--- src/rtl/exu_pkg.sv ---
// Shared definitions for the integer execute unit.
// Holds the word widths, the instruction field positions, the opcode,
// function and shift encodings and the compare-flag bit positions.
// Modules import it inside their bodies and use scoped names in headers.
package exu_pkg;

	// ========================================================================
	// Widths and instruction fields
	// ========================================================================
	localparam int xlen = 64;
	localparam int ilen = 40;
	localparam int op_lsb = 0;
	localparam int op_msb = 6;
	localparam int fn_lsb = 7;
	localparam int fn_msb = 12;
	localparam int shamt_lsb = 13;
	localparam int shamt_msb = 18;
	// Set when the shift amount comes from the instruction rather than b
	localparam int shimm_bit = 19;
	localparam int fill_bit = 20;
	localparam int scale_lsb = 21;
	localparam int scale_msb = 22;
	localparam int csr_lsb = 23;
	localparam int csr_msb = 25;
	localparam int csr_count = 8;

	// Pattern returned for any opcode or function the unit does not know
	localparam logic [xlen-1:0] bad_result = {2{32'hdeadbeef}};

	// Bit positions in the compare-flags word, all other bits read zero
	localparam int cmp_bit_eq = 0;
	localparam int cmp_bit_ne = 1;
	localparam int cmp_bit_lt = 2;
	localparam int cmp_bit_le = 3;
	localparam int cmp_bit_gt = 4;
	localparam int cmp_bit_ge = 5;
	localparam int cmp_bit_ltu = 6;
	localparam int cmp_bit_leu = 7;
	localparam int cmp_bit_gtu = 8;
	localparam int cmp_bit_geu = 9;

	// ========================================================================
	// Encodings
	// ========================================================================
	typedef enum logic [6:0] {
		op_r2 = 7'h02, op_csr = 7'h03, op_addi = 7'h04, op_cmpi = 7'h05,
		op_muli = 7'h06, op_mului = 7'h07, op_divi = 7'h08, op_divui = 7'h09,
		op_andi = 7'h0a, op_ori = 7'h0b, op_eori = 7'h0c, op_slti = 7'h0d,
		op_shift = 7'h0e, op_mov = 7'h0f, op_ld = 7'h10, op_st = 7'h11,
		op_ldx = 7'h12, op_stx = 7'h13, op_pfx = 7'h7f
	} opcode_e;

	// Function codes, only meaningful under op_r2
	typedef enum logic [5:0] {
		fn_add = 6'h00, fn_sub = 6'h01, fn_cmp = 6'h02, fn_mul = 6'h03,
		fn_mulu = 6'h04, fn_mulh = 6'h05, fn_muluh = 6'h06, fn_div = 6'h07,
		fn_mod = 6'h08, fn_divu = 6'h09, fn_modu = 6'h0a, fn_and = 6'h0b,
		fn_or = 6'h0c, fn_eor = 6'h0d, fn_andc = 6'h0e, fn_nand = 6'h0f,
		fn_nor = 6'h10, fn_enor = 6'h11, fn_orc = 6'h12, fn_seq = 6'h13,
		fn_sne = 6'h14, fn_slt = 6'h15, fn_sle = 6'h16, fn_sltu = 6'h17,
		fn_sleu = 6'h18
	} func_e;

	// Shift kinds, carried in the func field under op_shift
	typedef enum logic [5:0] {
		sh_asl = 6'h00, sh_lsr = 6'h01, sh_rol = 6'h02, sh_ror = 6'h03,
		sh_asr = 6'h04
	} shift_e;

endpackage
--- src/rtl/exu_csr_bank.sv ---
// Bank of eight configuration and status registers.
// Written from the outside port, read by op_csr through the ir CSR field.
`timescale 1ns/1ps

module exu_csr_bank (
	input  logic                     clk,
	input  logic                     rst_n,
	input  logic [exu_pkg::ilen-1:0] ir,
	input  logic                     csr_we,
	input  logic [2:0]               csr_wr_idx,
	input  logic [exu_pkg::xlen-1:0] csr_wdata,
	output logic [exu_pkg::xlen-1:0] csr_value
);
	import exu_pkg::*;

	logic [xlen-1:0] csr_q [csr_count];

	// Writes land on the edge where csr_we is high
	always_ff @(posedge clk)
	begin
		if (!rst_n)
		begin
			for (int k = 0; k < csr_count; k++)
				csr_q[k] <= '0;
		end
		else if (csr_we)
		begin
			csr_q[csr_wr_idx] <= csr_wdata;
		end
	end

	// Read side is combinational so op_csr completes in one cycle
	assign csr_value = csr_q[ir[csr_msb:csr_lsb]];

endmodule

--- config.mk ---
export PLATFORM = sky130hd
export DESIGN_NAME = exu_csr_bank
export DESIGN_NICKNAME = d
export VERILOG_FILES = /design/src/rtl/exu_pkg.sv /design/src/rtl/exu_csr_bank.sv
export SDC_FILE = /design/constraint.sdc
export NUM_CORES = 1
export LEC_CHECK = 0
export ABC_CLOCK_PERIOD_IN_PS = 9550
export BUFFER_PORTS_ARGS = -buffer_cell sky130_fd_sc_hd__clkbuf_2
export CAP_MARGIN = 30
export CORE_MARGIN = 1
export CORE_UTILIZATION = 45
export CTS_CLUSTER_SIZE = 40
export DETAILED_ROUTE_END_ITERATION = 6
export PLACE_DENSITY = 0.74
export SYNTH_ARGS = -nofsm -noshare
export SYNTH_HDL_FRONTEND = slang
export SYNTH_SLANG_ARGS = --single-unit
--- constraint.sdc ---
create_clock -name clk -period 9.55 [get_ports clk]
set_input_delay 1.4325 -clock clk [delete_from_list [all_inputs] [get_ports clk]]
set_output_delay 1.4325 -clock clk [all_outputs]
set_load 0.005 [all_outputs]
==> metrics.txt <==
post-cts resize count=0; die area=0.0510 mm²; Post-Syn Instances=1444; postcts setup bufs=0; Yosys top cell by area=edfxtp_1; Hold Path Class=input pin to flop; synthesis-to-layout area growth=13.1%; max_slew headroom=~25%; Finished Layout Cells=2220; Max-cap violations=0; crit path max fanout=42; CTS root buf=clkbuf_16; Largest register FFs=roughly 510; final WL=53.0 mm; GRT Util Overall=21.4%; crit path kind=input pin to primary output; dpl cells=2125; Routability Congestion=0.699; nets=1626; maximum VDD drop=0.128 mV; final worst slack=4.36 ns; final setup fails=0; top-area cell type share of the netlist area=68.3%; post-synthesis cell type count=16; outcome=finished, final reports clean; GRT Max-Usage Layer=met2; Clock Tree Buf Depth=3; largest net degree at the start of global routing=193; Num CTS Buffers=52; CP Launch Type=input pin; pwr dens=200 mW/mm²; Yosys reg bits=512; drt drc=0; CTS Hold Bufs=0; sequential fraction of the synthesis area=68.3%; Post-Syn Area=0.0225 mm²; mean post-synth cell area=15.6 µm²; Largest regs=csr_q (512); met1 GRT Util=29.5%; 1st-iter DRT viols=around 1100; routed via count=13259; Slowest cell on crit path=buf_4; core area=0.0492 mm²; Die Ht=226 µm; Tightest Pin Transition=1.13 ns; clock sinks=512; Largest stage delay, worst path=0.80 ns; GR Util met3=3.12%; Syn. warnings=0; H-tree lvl count=2; Final HPWL DP=27.2 mm; Port Buf Inserts=approximately 140; Tcrit/Tclk final=54.4%; Antenna Cells=0; max frequency=193 MHz; Largest Register=csr_q; initial core utilization=45.8%; CTS tree=built; crit path cell chain=clkbuf_8 -> buf_4 -> mux4_2 -> mux2_2 -> clkbuf_2; top cells by area, synth=edfxtp_1, mux4_2, nor3_1; layout cells sized above 1=28.5%; number of antenna violations at the first check in global routing=0; Routed Antenna Nets=0; RSZ-0062 raised after global routing=no; grt ovf=0; Leak Pwr=roughly 8 nW; clock slew at reported path FFs=0.06 ns; endpoint type of the worst setup path=primary output; Die X=226 µm; WL/cell=23.9 µm; Total Neg Setup Slack=0 ns; Post-Place Cell Area=0.0238 mm²; First-pass DRT Iterations=7; pre-CTS WS=4.25 ns; Fin. Hold Viols=0; first-pass GRT wire length=between 80 and 90 mm; vias in the first global route=13658; Slew Limit Fails=0; Filler cells=3979; drt via density=5.97; CP Data Required Time=8.12 ns; Worst EP arrival=3.76 ns; post-route cell area=0.0255 mm²; grt met2 use=35.4%; I/O pin count=174; most frequent cells in the layout=nor3_1, edfxtp_1, clkbuf_2, mux4_2, clkinv_1; Period minus WS final=approximately 5.2 ns; Net Count, Synth=1554; # rows=around 80
==> through the flow <==
stage                     hold slack [ns]  util, %  total power, mW
after floorplan                      1.77        -             3.00
after global placement               1.88     48.3             3.15
after detailed placement             1.88     48.4             3.17
after CTS                            1.26     51.8             5.13
after global routing                 1.30     51.8             5.25
final                                1.29     51.8             5.09
==> metal layers <==
metal,share of wire [%],vias up
li1,-,5864
met1,41,6814
met2,50,513
met3,7.3,68
met4,1.9,0
met5,0,-
==> kinds of logic after synthesis <==
group	after synthesis	share of synthesized area, %
flops	512	68.3
simple gates	518	11.5
mux	192	16.0
compound gates	8	0.178
buf+inv	214	4.04
==> synthesized netlist by cell type (all sizes together) <==
cell / count
edfxtp: 512
nor3: 512
mux4: 128
clkbuf: 111
clkinv: 64
mux2: 64
buf: 39
o21ai: 8
nand2b: 2
nand2: 1
nand3: 1
nand3b: 1
or2: 1
==> path summary, 6_finish.rpt <==
| path | slack [ns] | cells after the start | from | to |
|---|---|---|---|---|
| max | 4.36 | 5 | ir[23] | csr_value[45] |
| min | 1.29 | 3 | csr_wdata[22] | csr_q[1][22] |
==> layout make-up <==
class | count | area (µm²) | area share [%]
Clock buffer | 64 | 1370 | 5.37
Clock inverter | 30 | 267 | 1.05
Inverter | 64 | 240 | 0.943
Multi-Input combinational cell | 718 | 6370 | 25.0
Sequential cell | 512 | 15400 | 60.4
Tap cell | 664 | 831 | 3.26
Timing Repair Buffer | 168 | 1020 | 4.00
==> critical path, delay by kind of cell <==
kind     cells  cell delay, ns
buf+inv      3            1.32
mux          2            0.91
==> report_power, final <==
| part | internal [mW] | switching [mW] | leakage, nW |
|---|---|---|---|
| sequential | 2.61 | 0.0336 | 4.91 |
| clock | 1.15 | 0.824 | 0.804 |
| combinational | 0.187 | 0.286 | 2.19 |
| total | 3.95 | 1.14 | 7.90 |
Note: power is estimated with default switching activity, not from simulation.
