## src/rtl/exu_pkg.sv

```systemverilog
// Shared definitions for the integer execute unit.
// Holds the word widths, the instruction field positions, the opcode,
// function and shift encodings and the compare-flag bit positions.
// Modules import it inside their bodies and use scoped names in headers.
package exu_pkg;

	// ========================================================================
	// Widths and instruction fields
	// ========================================================================
	localparam int xlen = 64;
	localparam int ilen = 40;
	localparam int op_lsb = 0;
	localparam int op_msb = 6;
	localparam int fn_lsb = 7;
	localparam int fn_msb = 12;
	localparam int shamt_lsb = 13;
	localparam int shamt_msb = 18;
	// Set when the shift amount comes from the instruction rather than b
	localparam int shimm_bit = 19;
	localparam int fill_bit = 20;
	localparam int scale_lsb = 21;
	localparam int scale_msb = 22;
	localparam int csr_lsb = 23;
	localparam int csr_msb = 25;
	localparam int csr_count = 8;

	// Pattern returned for any opcode or function the unit does not know
	localparam logic [xlen-1:0] bad_result = {2{32'hdeadbeef}};

	// Bit positions in the compare-flags word, all other bits read zero
	localparam int cmp_bit_eq = 0;
	localparam int cmp_bit_ne = 1;
	localparam int cmp_bit_lt = 2;
	localparam int cmp_bit_le = 3;
	localparam int cmp_bit_gt = 4;
	localparam int cmp_bit_ge = 5;
	localparam int cmp_bit_ltu = 6;
	localparam int cmp_bit_leu = 7;
	localparam int cmp_bit_gtu = 8;
	localparam int cmp_bit_geu = 9;

	// ========================================================================
	// Encodings
	// ========================================================================
	typedef enum logic [6:0] {
		op_r2 = 7'h02, op_csr = 7'h03, op_addi = 7'h04, op_cmpi = 7'h05,
		op_muli = 7'h06, op_mului = 7'h07, op_divi = 7'h08, op_divui = 7'h09,
		op_andi = 7'h0a, op_ori = 7'h0b, op_eori = 7'h0c, op_slti = 7'h0d,
		op_shift = 7'h0e, op_mov = 7'h0f, op_ld = 7'h10, op_st = 7'h11,
		op_ldx = 7'h12, op_stx = 7'h13, op_pfx = 7'h7f
	} opcode_e;

	// Function codes, only meaningful under op_r2
	typedef enum logic [5:0] {
		fn_add = 6'h00, fn_sub = 6'h01, fn_cmp = 6'h02, fn_mul = 6'h03,
		fn_mulu = 6'h04, fn_mulh = 6'h05, fn_muluh = 6'h06, fn_div = 6'h07,
		fn_mod = 6'h08, fn_divu = 6'h09, fn_modu = 6'h0a, fn_and = 6'h0b,
		fn_or = 6'h0c, fn_eor = 6'h0d, fn_andc = 6'h0e, fn_nand = 6'h0f,
		fn_nor = 6'h10, fn_enor = 6'h11, fn_orc = 6'h12, fn_seq = 6'h13,
		fn_sne = 6'h14, fn_slt = 6'h15, fn_sle = 6'h16, fn_sltu = 6'h17,
		fn_sleu = 6'h18
	} func_e;

	// Shift kinds, carried in the func field under op_shift
	typedef enum logic [5:0] {
		sh_asl = 6'h00, sh_lsr = 6'h01, sh_rol = 6'h02, sh_ror = 6'h03,
		sh_asr = 6'h04
	} shift_e;

endpackage
```

## src/rtl/exu_compare.sv

```systemverilog
// Compare-flags generator for the execute unit.
// Produces every signed and unsigned relation of a and b as one word.
`timescale 1ns/1ps

module exu_compare (
	input  logic [exu_pkg::xlen-1:0] a,
	input  logic [exu_pkg::xlen-1:0] b,
	output logic [exu_pkg::xlen-1:0] flags
);
	import exu_pkg::*;

	logic eq;
	logic lt;
	logic ltu;

	assign eq = (a == b);
	assign lt = ($signed(a) < $signed(b));
	assign ltu = (a < b);

	// The remaining relations all follow from equal, less and less-unsigned
	always_comb
	begin
		flags = '0;
		flags[cmp_bit_eq] = eq;
		flags[cmp_bit_ne] = ~eq;
		flags[cmp_bit_lt] = lt;
		flags[cmp_bit_le] = lt | eq;
		flags[cmp_bit_gt] = ~(lt | eq);
		flags[cmp_bit_ge] = ~lt;
		flags[cmp_bit_ltu] = ltu;
		flags[cmp_bit_leu] = ltu | eq;
		flags[cmp_bit_gtu] = ~(ltu | eq);
		flags[cmp_bit_geu] = ~ltu;
	end

endmodule

```

## config.mk

```make
export PLATFORM = sky130hd
export DESIGN_NAME = exu_compare
export DESIGN_NICKNAME = d
export VERILOG_FILES = /design/src/rtl/exu_pkg.sv /design/src/rtl/exu_compare.sv
export SDC_FILE = /design/constraint.sdc
export NUM_CORES = 1
export LEC_CHECK = 0
export BUFFER_PORTS_ARGS = -buffer_cell sky130_fd_sc_hd__buf_2
export CAP_MARGIN = 30
export CORE_MARGIN = 3
export CORE_UTILIZATION = 23
export DETAILED_ROUTE_END_ITERATION = 16
export GPL_TIMING_DRIVEN = 0
export PLACE_DENSITY_LB_ADDON = 0.05
export SLEW_MARGIN = 15
export SYNTH_ARGS = -nofsm -noshare
export SYNTH_HDL_FRONTEND = slang
export SYNTH_SLANG_ARGS = --single-unit
```

## constraint.sdc

```tcl
create_clock -name vclk -period 6.8
set_input_delay 1.02 -clock vclk [all_inputs]
set_output_delay 1.02 -clock vclk [all_outputs]
set_load 0.02 [all_outputs]
```

==> results.toml <==
[clocking]
cts_setup_buffers = 0
postCtsResizedCells = 0
hold_buffers = 0

[outcome]
status = "finished, final reports clean"

[die]
die_h_um = 103
fp.coreArea_mm2 = 0.00898
rows = 34
die_w_um = 103
ios = 192
initial_core_util_pct = 24.3
dieArea_mm2 = 0.0107

[finish]
num-clock-buffers = 0
layout.nets = 687
ff_latch_area_um2 = 0
mostFrequentLayoutCells = "buf_2, inv_1, ha_1, buf_4, conb_1"
num-fill-cells = 1022
fin_area_mm2 = 0.00323
seq_cells = 0
diodes = 0
area_growth_pct = 47.9
drive_gt1_share_pct = 41.4
final_common_cell = "buf_2"

[drt]
vias_per_cell = 3.67
firstDrtPassIters = 4
drcViolationCount = 0
first_iter_violations = 7
wire_per_inst_um = 9.62
ant_nets = 0
vias = 2269
routed_wl_um = 5950

[synth]
synth.distinct_cells = 40
ys_warn_count = 0
yosysSeqAreaShare_pct = 0
syn_avg_cell_area_um2 = 7.23
synthCells = 302
syn_area_mm2 = 0.00218
netlist.area_leader.share_pct = 36.7
synth_top_cell_by_area = "ha_1"
synthTopCellsByArea = "ha_1, buf_4, inv_1"

[critical_path]
crit_end = "flags[3]"
cp-start-kind = "input port"
endpoint_kind = "primary output"
crit_path_start = "b[38]"
crit_path_max_fanout = 6
worstSetupPathType = "in2out"
cp.required_ps = 5780
arrival_ps = 3320

[power_and_ir_drop]
p_leak_nw = 2.12
power_density_mw_per_mm2 = 62.7
ir_worst_vdd_mv = 0.0265

[placement]
port_buffers = 138
place.gp.congestion = 0.671
placed_area_mm2 = 0.00323
dp_hpwl_um = 5820

[global_route]
grt_use_total_pct = 9.82
antenna_found_initial = 0
grt_pass1_wl_um = 8790
grt-ovfl-total = 0
grt_max_degree = 8
grt_pass1_vias = 2076

[job]
drv_cap = 0

[timing]
clock.fmax_ghz = 0.231
setup_violations = 0
hold_viol_final = 0
finalCritPeriodShare_pct = 63.8
period_needed_ps = 4340
rsz0062_at_grt = "no"
slew_viol_final = 0
setup_tns_ps = 0

[worst_hold_path]
hp-class = "in2out"
worstHoldStart = "a[63]"
## cells in the mapped netlist, drive strengths merged, types with 2 or more instances
cell,number
inv,72
ha,64
buf,58
a21oi,28
nand4,15
nand2,13
nand3,7
o21ai,6
a21o,5
nor2,3
nor3,3
nor4,3
a21boi,2
o21a,2
or3,2
## through the flow
step | hold WS (ps) | setup WS, ps | util [%] | instances | total power [mW]
final | 2600 | 2460 | 36.0 | 619 | 0.203
after global routing | 2640 | 2270 | 36.0 | 619 | 0.231
after CTS | 2610 | 2400 | 36.0 | 619 | 0.204
after detailed placement | 2610 | 2390 | 36.0 | 619 | 0.203
after global placement | 2610 | 2430 | 36.0 | 619 | 0.202
after floorplan | 2430 | 2860 | - | 355 | 0.140
## where the power goes
group	switching (mW)	internal, mW
Combinational	0.106	0.0965
Clock	0	0
Sequential	0	0
Total	0.106	0.0965
## worst min path at each step
| stage | to | slack (ps) | cells past startpoint |
|---|---|---|---|
| 2_1_floorplan | flags[4] | 2430 | 3 |
| 4_1_cts | flags[5] | 2610 | 5 |
| 3_5_place_dp | flags[5] | 2610 | 5 |
| 3_3_place_gp | flags[5] | 2610 | 5 |
| 5_1_grt | flags[5] | 2640 | 5 |
| 6_report | flags[5] | 2600 | 5 |
## per-layer routing
metal / share of wire, % / up-vias / GRT usage (%)
li1: - / 1295 / -
met1: 42 / 878 / 12.3
met2: 48 / 94 / 18.6
met3: 9.8 / 2 / 1.34
met4: 0.57 / 0 / 0.498
met5: 0 / - / 0
## area by class of cell
| type | count | area (µm²) | share of cell area [%] |
|---|---|---|---|
| Buffer | 58 | 439 | 13.6 |
| Inverter | 72 | 270 | 8.36 |
| Multi-Input combinational cell | 225 | 1670 | 51.8 |
| Tap cell | 126 | 158 | 4.88 |
| Timing Repair Buffer | 138 | 691 | 21.4 |
## cells by family (layout without fill, tap and decap cells)
logic type               count (synthesis)  in the layout  share of synthesized area, %
AND/OR/NAND/NOR                         49             49                          12.3
adder cells (fa/ha/maj)                 64             64                          36.7
multiplexers                             2              2                          1.15
AO/OA/AOI/OAI                           54             54                          16.4
other                                    1             54                         0.172
XOR/XNOR                                 2              2                         0.802
buffers and inverters                  130            268                          32.5
## critical path: stages
cell,delay [ps]
buf_2,80
inv_1,30
ha_1,300
nand4_1,180
nor4_1,480
nand4_1,200
a31oi_1,280
a211oi_2,100
nand2_2,170
mux2_4,310
buf_2,160
Note: power is estimated with default switching activity, not from simulation.
