[src/rtl/exu_pkg.sv]
// Shared definitions for the integer execute unit.
// Holds the word widths, the instruction field positions, the opcode,
// function and shift encodings and the compare-flag bit positions.
// Modules import it inside their bodies and use scoped names in headers.
package exu_pkg;

	// ========================================================================
	// Widths and instruction fields
	// ========================================================================
	localparam int xlen = 64;
	localparam int ilen = 40;
	localparam int op_lsb = 0;
	localparam int op_msb = 6;
	localparam int fn_lsb = 7;
	localparam int fn_msb = 12;
	localparam int shamt_lsb = 13;
	localparam int shamt_msb = 18;
	// Set when the shift amount comes from the instruction rather than b
	localparam int shimm_bit = 19;
	localparam int fill_bit = 20;
	localparam int scale_lsb = 21;
	localparam int scale_msb = 22;
	localparam int csr_lsb = 23;
	localparam int csr_msb = 25;
	localparam int csr_count = 8;

	// Pattern returned for any opcode or function the unit does not know
	localparam logic [xlen-1:0] bad_result = {2{32'hdeadbeef}};

	// Bit positions in the compare-flags word, all other bits read zero
	localparam int cmp_bit_eq = 0;
	localparam int cmp_bit_ne = 1;
	localparam int cmp_bit_lt = 2;
	localparam int cmp_bit_le = 3;
	localparam int cmp_bit_gt = 4;
	localparam int cmp_bit_ge = 5;
	localparam int cmp_bit_ltu = 6;
	localparam int cmp_bit_leu = 7;
	localparam int cmp_bit_gtu = 8;
	localparam int cmp_bit_geu = 9;

	// ========================================================================
	// Encodings
	// ========================================================================
	typedef enum logic [6:0] {
		op_r2 = 7'h02, op_csr = 7'h03, op_addi = 7'h04, op_cmpi = 7'h05,
		op_muli = 7'h06, op_mului = 7'h07, op_divi = 7'h08, op_divui = 7'h09,
		op_andi = 7'h0a, op_ori = 7'h0b, op_eori = 7'h0c, op_slti = 7'h0d,
		op_shift = 7'h0e, op_mov = 7'h0f, op_ld = 7'h10, op_st = 7'h11,
		op_ldx = 7'h12, op_stx = 7'h13, op_pfx = 7'h7f
	} opcode_e;

	// Function codes, only meaningful under op_r2
	typedef enum logic [5:0] {
		fn_add = 6'h00, fn_sub = 6'h01, fn_cmp = 6'h02, fn_mul = 6'h03,
		fn_mulu = 6'h04, fn_mulh = 6'h05, fn_muluh = 6'h06, fn_div = 6'h07,
		fn_mod = 6'h08, fn_divu = 6'h09, fn_modu = 6'h0a, fn_and = 6'h0b,
		fn_or = 6'h0c, fn_eor = 6'h0d, fn_andc = 6'h0e, fn_nand = 6'h0f,
		fn_nor = 6'h10, fn_enor = 6'h11, fn_orc = 6'h12, fn_seq = 6'h13,
		fn_sne = 6'h14, fn_slt = 6'h15, fn_sle = 6'h16, fn_sltu = 6'h17,
		fn_sleu = 6'h18
	} func_e;

	// Shift kinds, carried in the func field under op_shift
	typedef enum logic [5:0] {
		sh_asl = 6'h00, sh_lsr = 6'h01, sh_rol = 6'h02, sh_ror = 6'h03,
		sh_asr = 6'h04
	} shift_e;

endpackage
[src/rtl/exu_divider.sv]
// Iterative restoring divider for the execute unit.
// A pulse on ld loads the operands, one quotient bit is produced per clock,
// and a final cycle fixes the signs and raises done with the dbz flag.
`timescale 1ns/1ps

module exu_divider (
	input  logic                     clk,
	input  logic                     rst_n,
	input  logic                     ld,
	input  logic                     sgn,
	input  logic [exu_pkg::xlen-1:0] a,
	input  logic [exu_pkg::xlen-1:0] b,
	output logic [exu_pkg::xlen-1:0] quo,
	output logic [exu_pkg::xlen-1:0] rem,
	output logic                     dbz,
	output logic                     done
);
	import exu_pkg::*;

	typedef enum logic [1:0] {idle, run, fix} div_state_e;

	div_state_e      state;
	logic [5:0]      cnt;
	// Dividend shifts out of the top while quotient bits shift in below
	logic [xlen-1:0] q_sh;
	logic [xlen-1:0] dvs;
	logic [xlen-1:0] part;
	logic [xlen:0]   shifted;
	logic [xlen:0]   trial;
	logic            neg_q;
	logic            neg_r;
	logic            zero;

	// One restoring step: bring in the next dividend bit and try a subtract
	always_comb
	begin
		shifted = {part, q_sh[xlen-1]};
		trial = shifted - {1'b0, dvs};
	end

	// ========================================================================
	// Sequencer
	// ========================================================================
	always_ff @(posedge clk)
	begin
		if (!rst_n)
		begin
			state <= idle;
			cnt <= '0;
			done <= 1'b0;
			dbz <= 1'b0;
		end
		else if (ld)
		begin
			state <= run;
			cnt <= '0;
			done <= 1'b0;
			dbz <= 1'b0;
		end
		else
		begin
			case (state)
			run:
			begin
				cnt <= cnt + 6'd1;
				// Last of the xlen quotient bits goes in on this edge
				if (cnt == 6'(xlen - 1))
					state <= fix;
			end
			fix:
			begin
				state <= idle;
				done <= 1'b1;
				dbz <= zero;
			end
			default:
				state <= idle;
			endcase
		end
	end

	// ========================================================================
	// Datapath
	// ========================================================================
	always_ff @(posedge clk)
	begin
		if (ld)
		begin
			// Signed operands are divided as magnitudes and fixed at the end
			q_sh <= (sgn && a[xlen-1]) ? -a : a;
			dvs <= (sgn && b[xlen-1]) ? -b : b;
			part <= '0;
			neg_q <= sgn & (a[xlen-1] ^ b[xlen-1]);
			neg_r <= sgn & a[xlen-1];
			zero <= (b == '0);
		end
		else if (state == run)
		begin
			// The partial remainder stays below the divisor, so it fits in xlen bits
			if (!trial[xlen])
			begin
				part <= trial[xlen-1:0];
				q_sh <= {q_sh[xlen-2:0], 1'b1};
			end
			else
			begin
				part <= shifted[xlen-1:0];
				q_sh <= {q_sh[xlen-2:0], 1'b0};
			end
		end
		else if (state == fix)
		begin
			// A zero divisor leaves |a| in part, so the remainder is the dividend
			quo <= zero ? '1 : (neg_q ? -q_sh : q_sh);
			rem <= neg_r ? -part : part;
		end
	end

endmodule

[config.mk]
export PLATFORM = sky130hd
export DESIGN_NAME = exu_divider
export DESIGN_NICKNAME = d
export VERILOG_FILES = /design/src/rtl/exu_pkg.sv /design/src/rtl/exu_divider.sv
export SDC_FILE = /design/constraint.sdc
export NUM_CORES = 1
export LEC_CHECK = 0
export BUFFER_PORTS_ARGS = -buffer_cell sky130_fd_sc_hd__buf_2
export CAP_MARGIN = 30
export CORE_ASPECT_RATIO = 0.75
export CORE_MARGIN = 2
export CORE_UTILIZATION = 45
export CTS_CLUSTER_DIAMETER = 150
export DETAILED_ROUTE_END_ITERATION = 7
export GPL_TIMING_DRIVEN = 0
export PLACE_DENSITY = 0.73
export SYNTH_ARGS = -nofsm -noshare
export SYNTH_HDL_FRONTEND = slang
export SYNTH_SLANG_ARGS = --single-unit
[constraint.sdc]
create_clock -name clk -period 5 [get_ports clk]
set_input_delay 0.5 -clock clk [delete_from_list [all_inputs] [get_ports clk]]
set_output_delay 0.5 -clock clk [all_outputs]
set_load 0.005 [all_outputs]
==> results.yml <==
run_status:
  status: "complete, no violations"
clock_tree:
  insertion_delay_ns: 0.58
  clk_pin_slew_worst_paths_ns: 0.06
  cts_setup_buffers: 0
  cts.sinks: 333
  cts-buffers-inserted: 37
  cts-resized-gates: 0
  holdBufCountCts: 0
  cts-root-to-sink-buffers: 3
  cts-root-buf: "clkbuf_16"
  cts_tree: "yes"
  htree_num_levels: 2
yosys:
  number_of_enable_flip_flop_cells_after_synthesis: 259
  syn-instance-count: 2333
  yosys.cell_types.count: 72
  syn-num-nets: 2535
  synth_commonest_cells: "259 x edfxtp_1, 236 x nand2_1, 221 x nor2_1"
  synth.area.top_cells: "edfxtp_1 36%, dfxtp_1 6.9%, xnor2_1 6.6%"
  syn_avg_cell_area_sq_um: 9.15
  synth.yosys.warnings: 0
  synthMostInstantiatedCell: "edfxtp_1"
  yosysTopAreaCellShare: 0.364
  postSynth.topFlopCell: "edfxtp_1"
  synth-seq-area-share: 0.434
  synth_area_leader_cell: "edfxtp_1"
  synthArstFlopShare: 0
  synth.ff_latch_count: 333
  cell_area_synth_sq_um: 21400
timing:
  final_number_of_hold_violating_endpoints: 0
  max_freq_ghz: 0.207
  final.min_clock_period_ns: 4.83
  timing.hold.ws_ns: 0.204
  worstMarginPinSlew_ns: 0.972
  rsz_0062_raised_after_global_routing: "yes"
  timing.final.max_slew_violations: 0
  timing.final.crit_share: 0.965
  setup_viol: 0
  worst_slew_margin_rel: 0.352
  fin_worst_skew_ns: 0.0230
route:
  detail_route.drc_violations: 0
  drt_pre_antenna_iters: 8
  number_of_vias_in_the_routed_layout: 19700
  detail_route.iter0.violations: 2430
  post_drt_via_cell_ratio: 5.97
  avgRoutedWirePerCell_microns: 21.6
  route.final.wire_length_microns: 71400
  route.antenna.remaining_nets: 0
floorplanning:
  initial_utilization: 0.453
  fp.dieArea_sq_um: 49200
  die_w_microns: 256
  fp.dieH_microns: 193
  core.rowCount: 69
  coreArea_sq_um: 47100
  ports: 262
finish:
  utilization: 0.526
  n_fill_cell: 4356
  drive_gt1_frac: 0.135
  number_of_antenna_diodes: 0
  layout-area-overhead-vs-synth_pct: 16.1
  nets: 2842
global_route:
  overflow: 0
  grt_first_pass_wirelength_microns: 106000
  grt_start_max_net_pins: 50
  grtUsageTotal: 0.280
  initial_antenna_violation_count: 0
  first_global_vias: 18000
setup_path:
  setup.worst_path.end_class: "register"
  reg2reg_from: "part[18]"
  crit_chain: "ha_1 -> clkbuf_1 -> nand4_1 -> or3_1 -> a211oi_1 -> o211ai_1 -> a21oi_1 -> o221a_2 -> clkbuf_1 -> clkbuf_2 -> clkbuf_1 -> nand3_1 -> a21oi_1"
  cp_max_fo: 10
  critical-path-max-stage-delay_ns: 0.46
  crit_path_class: "register to register"
  crit_arrival_ns: 5.32
  worst_path_most_repeated_cell: "clkbuf_1"
  required_ns: 5.50
  slowest_stage: "dfxtp_1"
  crit_path_start: "part[18]"
  start_kind: "register"
  cell_family_with_the_largest_share_of_critical_path_delay: "buffers and inverters"
  critical_path_buf_inv_count: 4
worst_hold_path:
  hold_path.startpoint: "b[0]"
  timing.hold.worst.class: "input port to register"
pwr:
  power.density_cell_area_nw_per_um2: 325
  static-leakage-power_nw: 9.30
  maximum_resistive_drop_on_vdd_mv: 0.287
placement:
  routabilityCongestion: 0.979
  dpl.hpwl_microns: 56500
  io_buffer_count: 261
job:
  max_cap_violations: 0
[sequential cells by signal, indices dropped and copies added (netlist names)]
register	flops
cnt	6
dbz	1
done	1
dvs	64
neg_q	1
neg_r	1
part	64
q_sh	64
quo	64
rem	64
state	2
zero	1
[layer usage]
layer / vias up / track usage / part of all wire
met5: - / 0 / 0
met4: 0 / 0.0749 / 0.025
met3: 133 / 0.0818 / 0.12
met2: 1050 / 0.372 / 0.39
met1: 9385 / 0.433 / 0.46
li1: 9163 / - / -
[layout make-up]
class	count	area [sq um]	share of cell area
Buffer	115	444	0.0179
Clock buffer	41	962	0.0388
Clock inverter	26	241	0.00974
Inverter	105	394	0.0159
Multi-Input combinational cell	1780	11300	0.454
Sequential cell	333	9260	0.374
Tap cell	639	800	0.0323
Timing Repair Buffer	268	1420	0.0574
[metrics by stage]
stage	cells	cell area (sq um)	power [W]	setup slack (ns)	TNS, ns
2_1_floorplan	2333	21400	0.00462	0.571	0
3_3_place_gp	3233	23500	0.00523	-1.67	-212.05
3_5_place_dp	3239	23600	0.00527	0.225	0
4_1_cts	3306	24800	0.00801	0.175	0
5_1_grt	3307	24800	0.00837	-0.00589	-0.00589
6_report	3307	24800	0.00805	0.175	0
[path summary, 6_finish.rpt]
check / cells after the start / end / slack (ns)
max: 13 / part[43] / 0.17
min: 1 / dvs[0] / 0.20
max reg2reg: 13 / part[43] / 0.17
min reg2reg: 2 / cnt[1] / 0.49
[worst register-to-register path: stages (launching register included)]
cell	delay [ns]
dfxtp_1	0.46
ha_1	0.36
clkbuf_1	0.36
nand4_1	0.25
or3_1	0.41
a211oi_1	0.43
o211ai_1	0.26
a21oi_1	0.29
o221a_2	0.27
clkbuf_1	0.38
clkbuf_2	0.39
clkbuf_1	0.46
nand3_1	0.22
a21oi_1	0.19
[kinds of logic (layout without fill, tap and decap cells)]
kind of cell | Yosys count | after routing | share of synthesized area
flops | 333 | 333 | 0.434
simple gates | 761 | 761 | 0.169
buf+inv | 220 | 555 | 0.0391
compound gates | 643 | 643 | 0.190
fa+ha+maj | 70 | 70 | 0.0414
xor+xnor | 292 | 292 | 0.120
mux | 14 | 14 | 0.00691
[placed cells by master (no fill, tap or decap), types with 12 or more instances in the layout]
master,count
buf_2,265
edfxtp_1,259
nand2_1,236
nor2_1,221
a21oi_1,206
xnor2_1,161
o21ai_0,155
xor2_1,131
clkbuf_1,109
inv_1,103
dfxtp_1,74
ha_1,69
o31ai_1,58
nor3_1,53
or3_1,47
nand4_1,41
clkbuf_16,38
a21o_1,31
nand3_1,25
or4_1,24
a311oi_1,23
nor4_1,21
a31oi_1,21
o41ai_1,20
nand2b_1,16
o21bai_1,16
and3_1,16
a211oi_1,15
nor2b_1,14
o211ai_1,14
o21a_1,12
a22oi_1,12
[power by group]
part           internal (W)  switching, W
registers           0.00321      0.000222
logic              0.000665       0.00120
clock network       0.00156       0.00120
No activity file was read; power rests on OpenSTA's default activity.
